`src/common/regex_pkg.sv`:
```
package regex_pkg;

    // character and memory geometry
    localparam int CHARACTER_WIDTH   = 8;
    localparam int MEMORY_WIDTH      = 16;
    localparam int MEMORY_ADDR_WIDTH = 11;
    localparam int REG_WIDTH         = 32;
    localparam int PC_WIDTH          = 8;
    // pointer bits that pick a character inside a word
    localparam int C_ADDR_OFFSET     = 1;

    localparam logic [CHARACTER_WIDTH-1:0] CHARACTER_TERMINATOR = '0;
    localparam logic [PC_WIDTH-1:0]        START_PC             = '0;

    // instruction layout
    localparam int OPCODE_WIDTH    = 4;
    localparam int INSTR_PAD_WIDTH = MEMORY_WIDTH - OPCODE_WIDTH - CHARACTER_WIDTH;

    // every other encoding is reserved and traps
    typedef enum logic [OPCODE_WIDTH-1:0] {
        OP_MATCH  = 4'd1,
        OP_ANY    = 4'd2,
        OP_JMP    = 4'd3,
        OP_ACCEPT = 4'd4
    } opcode_t;

    // low byte sits at the even byte address
    typedef struct packed {
        logic [CHARACTER_WIDTH-1:0] high_char;
        logic [CHARACTER_WIDTH-1:0] low_char;
    } char_pair_t;

    // operand is the character for MATCH, the target for JMP
    typedef struct packed {
        opcode_t                    opcode;
        logic [INSTR_PAD_WIDTH-1:0] pad;
        logic [CHARACTER_WIDTH-1:0] operand;
    } instruction_t;

    // one memory word, read as string data or as program
    typedef union packed {
        char_pair_t   chars;
        instruction_t instr;
    } memory_word_u;

    typedef enum logic [2:0] {
        IDLE,
        FETCH_FIRST,
        EXEC,
        FETCH_NEXT,
        NEXT_IN_WORD,
        DONE_ACCEPT,
        DONE_REJECT,
        ERROR
    } state_t;

endpackage

```
`src/logic/memory_arbiter.sv`:
```
`timescale 1ns/1ns

module memory_arbiter (
    input  logic                                   in_0_valid,
    input  logic [regex_pkg::MEMORY_ADDR_WIDTH-1:0] in_0_addr,
    output logic                                   in_0_ready,
    input  logic                                   in_1_valid,
    input  logic [regex_pkg::MEMORY_ADDR_WIDTH-1:0] in_1_addr,
    output logic                                   in_1_ready,
    output logic                                   out_valid,
    output logic [regex_pkg::MEMORY_ADDR_WIDTH-1:0] out_addr,
    input  logic                                   out_ready
);
    import regex_pkg::*;

    // either requester can raise the shared port
    assign out_valid = in_0_valid | in_1_valid;

    // input 0 wins whenever it asks
    assign out_addr = in_0_valid ? in_0_addr : in_1_addr;

    // grant follows the port ready
    assign in_0_ready = out_ready;
    // input 1 only gets through when input 0 is quiet
    assign in_1_ready = out_ready & ~in_0_valid;

endmodule

```
`src/logic/char_cursor.sv`:
```
`timescale 1ns/1ns

module char_cursor (
    input  logic                                   clk,
    input  logic                                   reset,
    input  logic [regex_pkg::REG_WIDTH-1:0]         start_cc_pointer,
    input  logic                                   load,
    input  logic                                   advance,
    input  logic                                   word_latch,
    input  regex_pkg::memory_word_u                memory_data,
    output logic [regex_pkg::MEMORY_ADDR_WIDTH-1:0] cc_addr,
    output logic                                   crosses_word,
    output logic [regex_pkg::CHARACTER_WIDTH-1:0]   current_character,
    output logic                                   cur_is_even_character
);
    import regex_pkg::*;

    logic [REG_WIDTH-1:0] cc_pointer;
    logic [REG_WIDTH-1:0] cc_pointer_inc;
    memory_word_u         string_word;

    assign cc_pointer_inc = cc_pointer + REG_WIDTH'(1);

    // next character lives in another word when the word bit flips
    assign crosses_word = cc_pointer[C_ADDR_OFFSET] != cc_pointer_inc[C_ADDR_OFFSET];

    // start word while loading, otherwise the word after the pointer
    assign cc_addr = load ? start_cc_pointer[C_ADDR_OFFSET +: MEMORY_ADDR_WIDTH]
                          : cc_pointer_inc[C_ADDR_OFFSET +: MEMORY_ADDR_WIDTH];

    // byte pointer and parity flag
    always_ff @(posedge clk)
    begin
        if (reset)
        begin
            cc_pointer            <= '0;
            cur_is_even_character <= 1'b1;
        end
        else if (load)
        begin
            cc_pointer            <= start_cc_pointer;
            cur_is_even_character <= ~start_cc_pointer[0];
        end
        else if (advance)
        begin
            cc_pointer            <= cc_pointer_inc;
            cur_is_even_character <= ~cur_is_even_character;
        end
    end

    // string word taken from the broadcast bus one cycle after the grant
    always_ff @(posedge clk)
    begin
        if (word_latch)
            string_word <= memory_data;
    end

    // even address reads the low byte
    assign current_character = cur_is_even_character ? string_word.chars.low_char
                                                     : string_word.chars.high_char;

endmodule

```
`src/logic/regex_control_fsm.sv`:
```
`timescale 1ns/1ns

module regex_control_fsm (
    input  logic clk,
    input  logic reset,
    input  logic start_ready,
    output logic start_valid,
    output logic cc_valid,
    input  logic cc_ready,
    output logic load,
    output logic advance,
    output logic word_latch,
    input  logic crosses_word,
    output logic go,
    output logic restart,
    output logic flush,
    input  logic consumed,
    input  logic accepts,
    input  logic rejects,
    input  logic illegal,
    output logic finish,
    output logic accept,
    output logic error
);
    import regex_pkg::*;

    state_t state;
    state_t next_state;
    // a consumed character is still waiting for its word grant
    logic   char_wait;
    logic   next_char_wait;
    logic   need_char;

    always_ff @(posedge clk)
    begin
        if (reset)
        begin
            state     <= IDLE;
            char_wait <= 1'b0;
        end
        else
        begin
            state     <= next_state;
            char_wait <= next_char_wait;
        end
    end

    assign need_char = consumed | char_wait;
    // error is sticky since ERROR only leaves on reset
    assign error     = state == ERROR;

    always_comb
    begin
        next_state     = state;
        next_char_wait = char_wait;
        start_valid    = 1'b0;
        cc_valid       = 1'b0;
        load           = 1'b0;
        advance        = 1'b0;
        word_latch     = 1'b0;
        go             = 1'b0;
        restart        = 1'b0;
        flush          = 1'b0;
        finish         = 1'b0;
        accept         = 1'b0;
        case (state)
            IDLE:
            begin
                // cursor tracks the host pointer and asks for its word
                load     = 1'b1;
                cc_valid = start_ready;
                if (start_ready && cc_ready)
                begin
                    start_valid = 1'b1;
                    next_state  = FETCH_FIRST;
                end
            end
            FETCH_FIRST:
            begin
                word_latch = 1'b1;
                restart    = 1'b1;
                next_state = EXEC;
            end
            EXEC:
            begin
                // engine is held while the next character is pending
                go = ~char_wait;
                if (illegal)
                    next_state = ERROR;
                else if (accepts)
                    next_state = DONE_ACCEPT;
                else if (rejects)
                    next_state = DONE_REJECT;
                else if (need_char && crosses_word)
                begin
                    cc_valid = 1'b1;
                    if (cc_ready)
                    begin
                        advance        = 1'b1;
                        next_char_wait = 1'b0;
                        next_state     = FETCH_NEXT;
                    end
                    else
                        next_char_wait = 1'b1;
                end
                else if (need_char)
                begin
                    // same word, only the pointer moves
                    advance    = 1'b1;
                    next_state = NEXT_IN_WORD;
                end
            end
            FETCH_NEXT:
            begin
                word_latch = 1'b1;
                next_state = EXEC;
            end
            NEXT_IN_WORD:
                next_state = EXEC;
            DONE_ACCEPT:
            begin
                finish     = 1'b1;
                accept     = 1'b1;
                flush      = 1'b1;
                next_state = IDLE;
            end
            DONE_REJECT:
            begin
                finish     = 1'b1;
                flush      = 1'b1;
                next_state = IDLE;
            end
            default:
                next_state = ERROR;
        endcase
    end

endmodule

```
`src/engine/match_engine.sv`:
```
`timescale 1ns/1ns

module match_engine (
    input  logic                                   clk,
    input  logic                                   reset,
    input  logic                                   flush,
    input  logic                                   go,
    input  logic                                   restart,
    input  logic [regex_pkg::CHARACTER_WIDTH-1:0]   current_character,
    output logic                                   instr_valid,
    output logic [regex_pkg::MEMORY_ADDR_WIDTH-1:0] instr_addr,
    input  logic                                   instr_ready,
    input  regex_pkg::memory_word_u                memory_data,
    output logic                                   consumed,
    output logic                                   accepts,
    output logic                                   rejects,
    output logic                                   illegal
);
    import regex_pkg::*;

    logic [PC_WIDTH-1:0] pc;
    logic [PC_WIDTH-1:0] next_pc;
    // instruction word arrives on the bus this cycle
    logic                fetch_pending;
    logic                halted;
    logic                char_ok;
    logic                set_accepts;
    logic                set_rejects;
    logic                set_illegal;

    // once a verdict is held the engine stops fetching
    assign halted = accepts | rejects | illegal;

    assign instr_valid = go & ~fetch_pending & ~halted;
    assign instr_addr  = MEMORY_ADDR_WIDTH'(pc);

    // the terminator is never consumed
    assign char_ok = current_character != CHARACTER_TERMINATOR;

    // decode runs in the cycle after the grant
    always_comb
    begin
        next_pc     = pc;
        consumed    = 1'b0;
        set_accepts = 1'b0;
        set_rejects = 1'b0;
        set_illegal = 1'b0;
        if (fetch_pending)
        begin
            case (memory_data.instr.opcode)
                OP_MATCH:
                begin
                    if (char_ok && current_character == memory_data.instr.operand)
                    begin
                        consumed = 1'b1;
                        next_pc  = pc + PC_WIDTH'(1);
                    end
                    else
                        set_rejects = 1'b1;
                end
                OP_ANY:
                begin
                    if (char_ok)
                    begin
                        consumed = 1'b1;
                        next_pc  = pc + PC_WIDTH'(1);
                    end
                    else
                        set_rejects = 1'b1;
                end
                OP_JMP:
                    next_pc = memory_data.instr.operand;
                OP_ACCEPT:
                    set_accepts = 1'b1;
                default:
                    set_illegal = 1'b1;
            endcase
        end
    end

    always_ff @(posedge clk)
    begin
        if (reset || flush)
        begin
            pc            <= START_PC;
            fetch_pending <= 1'b0;
            accepts       <= 1'b0;
            rejects       <= 1'b0;
            illegal       <= 1'b0;
        end
        else
        begin
            if (restart)
                pc <= START_PC;
            else
                pc <= next_pc;
            // pending for exactly one cycle after each grant
            fetch_pending <= instr_valid & instr_ready;
            // verdicts stay up until the run is flushed
            if (set_accepts)
                accepts <= 1'b1;
            if (set_rejects)
                rejects <= 1'b1;
            if (set_illegal)
                illegal <= 1'b1;
        end
    end

endmodule

```
`src/logic/regex_coprocessor.sv`:
```
`timescale 1ns/1ns

module regex_coprocessor (
    input  logic                                   clk,
    input  logic                                   reset,
    input  logic                                   memory_ready,
    output logic [regex_pkg::MEMORY_ADDR_WIDTH-1:0] memory_addr,
    input  logic [regex_pkg::MEMORY_WIDTH-1:0]      memory_data,
    output logic                                   memory_valid,
    input  logic                                   start_ready,
    input  logic [regex_pkg::REG_WIDTH-1:0]         start_cc_pointer,
    output logic                                   start_valid,
    output logic                                   finish,
    output logic                                   accept,
    output logic                                   error
);
    import regex_pkg::*;

    // character fetch, arbiter input 0
    logic                         cc_valid;
    logic                         cc_ready;
    logic [MEMORY_ADDR_WIDTH-1:0] cc_addr;
    // instruction fetch, arbiter input 1
    logic                         instr_valid;
    logic                         instr_ready;
    logic [MEMORY_ADDR_WIDTH-1:0] instr_addr;
    // cursor controls
    logic                         load;
    logic                         advance;
    logic                         word_latch;
    logic                         crosses_word;
    logic [CHARACTER_WIDTH-1:0]   current_character;
    // engine controls and results
    logic                         go;
    logic                         restart;
    logic                         flush;
    logic                         consumed;
    logic                         accepts;
    logic                         rejects;
    logic                         illegal;

    regex_control_fsm u_fsm (
        .clk          (clk),
        .reset        (reset),
        .start_ready  (start_ready),
        .start_valid  (start_valid),
        .cc_valid     (cc_valid),
        .cc_ready     (cc_ready),
        .load         (load),
        .advance      (advance),
        .word_latch   (word_latch),
        .crosses_word (crosses_word),
        .go           (go),
        .restart      (restart),
        .flush        (flush),
        .consumed     (consumed),
        .accepts      (accepts),
        .rejects      (rejects),
        .illegal      (illegal),
        .finish       (finish),
        .accept       (accept),
        .error        (error)
    );

    // parity flag only steers the character select inside the cursor
    char_cursor u_cursor (
        .clk                   (clk),
        .reset                 (reset),
        .start_cc_pointer      (start_cc_pointer),
        .load                  (load),
        .advance               (advance),
        .word_latch            (word_latch),
        .memory_data           (memory_data),
        .cc_addr               (cc_addr),
        .crosses_word          (crosses_word),
        .current_character     (current_character),
        .cur_is_even_character ()
    );

    match_engine u_engine (
        .clk               (clk),
        .reset             (reset),
        .flush             (flush),
        .go                (go),
        .restart           (restart),
        .current_character (current_character),
        .instr_valid       (instr_valid),
        .instr_addr        (instr_addr),
        .instr_ready       (instr_ready),
        .memory_data       (memory_data),
        .consumed          (consumed),
        .accepts           (accepts),
        .rejects           (rejects),
        .illegal           (illegal)
    );

    // character fetch outranks instruction fetch
    memory_arbiter u_arbiter (
        .in_0_valid (cc_valid),
        .in_0_addr  (cc_addr),
        .in_0_ready (cc_ready),
        .in_1_valid (instr_valid),
        .in_1_addr  (instr_addr),
        .in_1_ready (instr_ready),
        .out_valid  (memory_valid),
        .out_addr   (memory_addr),
        .out_ready  (memory_ready)
    );

endmodule

```
`config.mk`:
```
export PLATFORM = sky130hd
export DESIGN_NAME = regex_coprocessor
export DESIGN_NICKNAME = d
export VERILOG_FILES = /design/src/common/regex_pkg.sv /design/src/logic/memory_arbiter.sv /design/src/logic/char_cursor.sv /design/src/logic/regex_control_fsm.sv /design/src/engine/match_engine.sv /design/src/logic/regex_coprocessor.sv
export SDC_FILE = /design/constraint.sdc
export NUM_CORES = 1
export LEC_CHECK = 0
export ABC_AREA = 1
export ABC_CLOCK_PERIOD_IN_PS = 2000
export BUFFER_PORTS_ARGS = -buffer_cell sky130_fd_sc_hd__buf_2
export CORE_ASPECT_RATIO = 1.25
export CORE_MARGIN = 2
export CORE_UTILIZATION = 48
export DETAILED_ROUTE_END_ITERATION = 8
export GPL_TIMING_DRIVEN = 1
export PLACE_DENSITY = 0.76
export SYNTH_ARGS = -nofsm -noshare
export SYNTH_HDL_FRONTEND = slang
export SYNTH_SLANG_ARGS = --single-unit
```
`constraint.sdc`:
```
create_clock -name clk -period 2 [get_ports clk]
set_input_delay 0.4 -clock clk [delete_from_list [all_inputs] [get_ports clk]]
set_output_delay 0.4 -clock clk [all_outputs]
set_load 0.005 [all_outputs]
```
==> results by group <==
Status
  – Outcome: finished with violations
  – Violated checks: negative setup slack

Timing
  – Relative slew margins: 0.780
  – Worst setup margin: -0.555 ns
  – Min cycle time layout: 2.55 ns
  – RSZ-0062 raised after global routing: yes
  – Fin. Hold Viols: 0
  – Final Max Tran Viols: 0
  – Setup Viol. Count Final: 25
  – Fmax: 391 MHz
  – Worst clock skew: 0.00884 ns
  – Worst hold slack: 0.253 ns
  – Tcrit/Tclk final: 1.28
  – Slew at the pin closest to its max-slew limit: 0.328 ns

Worst hold path
  – Tightest Hold Check Type: input pin to register
  – HP Start: memory_data[11]

Cells and area
  – Layout cells sized above 1: 0.363
  – Ant. Diodes: 0
  – Cell area after layout: 3810 sq um
  – Final #Nets: 568
  – Area grow syn2layout: 36.7%

Yosys
  – Share of synthesized registers carrying an async set or reset: 0
  – Netlist cell types: 34
  – Post-synthesis sequential area ratio: 0.381
  – Largest cells by area after synthesis: dfxtp_1, edfxtp_1, nand2_1, inv_1, o21ai_0
  – Post-synth top flop: dfxtp_1
  – Register bit total from synthesis: 45
  – Cell taking the most area after synthesis: dfxtp_1
  – Mapped Area: 2790 sq um
  – Ys Warns: 0
  – Mean cell area of the mapped netlist: 6.79 sq um
  – Top-count cell post-synth: nand2_1
  – Cells after synthesis: 410
  – Synthesized net count: 464
  – Number of synthesized flops with an enable pin: 16
  – Synth cell count leaders: nand2_1, inv_1, nor2_1
  – Yosys top cell area share: 0.208

GRT
  – GRT Overall Usage: 0.234
  – Total gr overflow: 0
  – Met1 Use GR: 0.239
  – Pin count of the biggest net entering global routing: 17
  – Most used routing layer: met2
  – Initial antenna violation count: 0
  – GR Layer Usage met2: 0.450
  – GRT met3 Usage: 0.0451
  – Vias in the first global route: 2912
  – First-pass GRT wire length: 11900 um

Critical path
  – Critical Path Start Type: register
  – Req. time, crit path: 1.60 ns
  – Peak fanout along the critical path: 5
  – Most used cell along the critical path: nand2_1
  – Top Family by Delay on Critical Path: simple AND/OR/NAND/NOR gates
  – CP Class: register to output pin
  – CP bufs+invs: 3
  – Slowest stage cell, crit path: dfxtp_4
  – Worst Setup End Kind: output pin
  – Crit path DAT: 2.15 ns
  – Worst R2R Start: u_cursor.cur_is_even_character$_SDFFE_PP1P_
  – CP max stage delay: 0.41 ns
  – CP startpoint: u_cursor.cur_is_even_character$_SDFFE_PP1P_
  – Critical path cell sequence: buf_6 -> nand2_2 -> nand2_2 -> nand2_1 -> nand2_1 -> nand2_1 -> nor2_1 -> nand2_1 -> nand2_1 -> nand2_2 -> nand2_4 -> nand3_4 -> o21ai_4 -> buf_4 -> o21ai_1 -> buf_2

Floorplanning
  – IO Count: 68
  – Die ar.: 6430 sq um
  – Starting Density: 0.488
  – Die Wd: 72.1 um
  – Row count: 31
  – Die Span Y: 89.2 um
  – Core area: 5700 sq um

Clocking
  – Clock sinks: 45
  – Root Buffer: clkbuf_8
  – CTS Hold Bufs: 0
  – Worst-path clk slew: 0.09 ns
  – # H-tree levels: 2
  – Clk Latency, worst-skew pair: 0.31 ns
  – CTS tree: built
  – Num CTS Buffers: 5
  – CTS Buffer Depth: 2

Place
  – DP Wirelength: 5200 um
  – Placement Cell Area: 3390 sq um
  – Routability cong.: 0.862
  – Worst slack, placed: -0.337 ns
  – Port Buffers: 47

Routing
  – Drt total wl: 7430 um
  – Drt drc: 0
  – Via-to-Cell Ratio: 5.16
  – 1st-iter DRT viols: 127
  – Routed length per instance: 12.8 um
  – DR vias: 3000
  – DRT Pass-1 Iters: 4
  – Final ANT Viol Nets: 0

Power
  – Power density over cell area: 1280 nW/um^2
  – VDD IR max: 890 uV
  – Leak: 1.83 nW

Flow run
  – Max Cap Viol: 0
## worst register-to-register path: stages, from the launching register on
cell and delay, ns:
dfxtp_4 0.41, buf_12 0.15, nand2_4 0.06, nand2_2 0.06
buf_4 0.10, nand3_1 0.08, nor2_2 0.15, nor2_1 0.06
nand2_2 0.09, nand2_4 0.06, buf_4 0.13, buf_6 0.11
nand3_2 0.08, nand2_4 0.10, buf_4 0.15, o21ai_1 0.12
nor2_1 0.06
## cell usage in the layout, fill, tap and decap left out, types with 2 or more instances in the layout
cell type,count
nand2_1,92
buf_4,54
inv_1,52
buf_2,47
nor2_1,44
dfxtp_1,26
nand3_1,21
nand2_2,21
o21ai_0,18
o21ai_1,18
a21oi_1,17
edfxtp_1,16
o21ai_2,11
nand2_4,9
nor2_2,7
xor2_1,7
nor3_1,6
a21oi_2,5
clkbuf_8,5
inv_2,4
nand3_2,4
buf_6,4
dfxtp_4,3
o21ai_4,2
o31ai_1,2
xnor2_1,2
or2_2,2
clkinvlp_4,2
## stage by stage
stage	std cells	power (W)	utilization	TNS, ns
after floorplan	410	0.00290	-	-0.285
after global placement	562	0.00366	0.595	-2.59
after detailed placement	562	0.00373	0.595	-3.31
after CTS	578	0.00464	0.645	-6.21
after global routing	581	0.00526	0.668	-11.54
final	581	0.00488	0.668	-6.88
## worst paths after layout
| path | cells past startpoint | slack (ns) | end |
|---|---|---|---|
| worst max register to register | 16 | -0.07 | u_cursor.cc_pointer[11]$_SDFFE_PP0P_ |
| worst min-delay path | 1 | 0.25 | u_cursor.string_word[11]$_DFFE_PP_ |
| worst min register to register | 2 | 0.48 | u_engine.illegal$_SDFFE_PP0P_ |
| worst max-delay path | 16 | -0.55 | memory_addr[2] |
## power breakdown
part | total (W) | switching [W] | leakage (nW) | internal, W
clock | 0.000586 | 0.000339 | 0.0374 | 0.000247
combinational | 0.00290 | 0.00167 | 1.41 | 0.00124
sequential | 0.00140 | 0.000185 | 0.386 | 0.00121
## routing by layer
layer / wire (um) / share of wire
met4: 149 / 0.020
met2: 4000 / 0.54
met3: 325 / 0.044
met5: 0 / 0
met1: 2960 / 0.40
## sequential cells by signal, summed over array words and instances, names as in the netlist
register                        cells
u_cursor.string_word               16
u_engine.pc                         8
u_engine.illegal                    1
u_engine.fetch_pending              1
u_engine.accepts                    1
u_fsm.char_wait                     1
u_fsm.state                         3
u_cursor.cc_pointer                12
u_engine.rejects                    1
u_cursor.cur_is_even_character      1
## logic make-up after synthesis
family,after synthesis,synth area share
adders and majority gates,2,0.00898
DFF,45,0.381
AOI/OAI and AO/OA,73,0.141
buffers and inverters,69,0.113
xor gates and xnor gates,9,0.0283
and+or+nand+nor,212,0.328
## layout make-up
| class | count | area [sq um] |
|---|---|---|
| Timing Repair Buffer | 106 | 706 |
| Clock buffer | 6 | 72.6 |
| Clock inverter | 2 | 15.0 |
| Inverter | 58 | 230 |
| Tap cell | 66 | 82.6 |
| Fill cell | 471 | 1890 |
| Multi-Input combinational cell | 298 | 1630 |
| Sequential cell | 45 | 1070 |
## what timing repair did
item,CTS,global route
gates resized for setup,55,40
pin swaps,14,12
setup buffers,6,4
cloned,2,0
setup endpoints to repair,26,37
No activity file was read; power rests on OpenSTA's default activity.
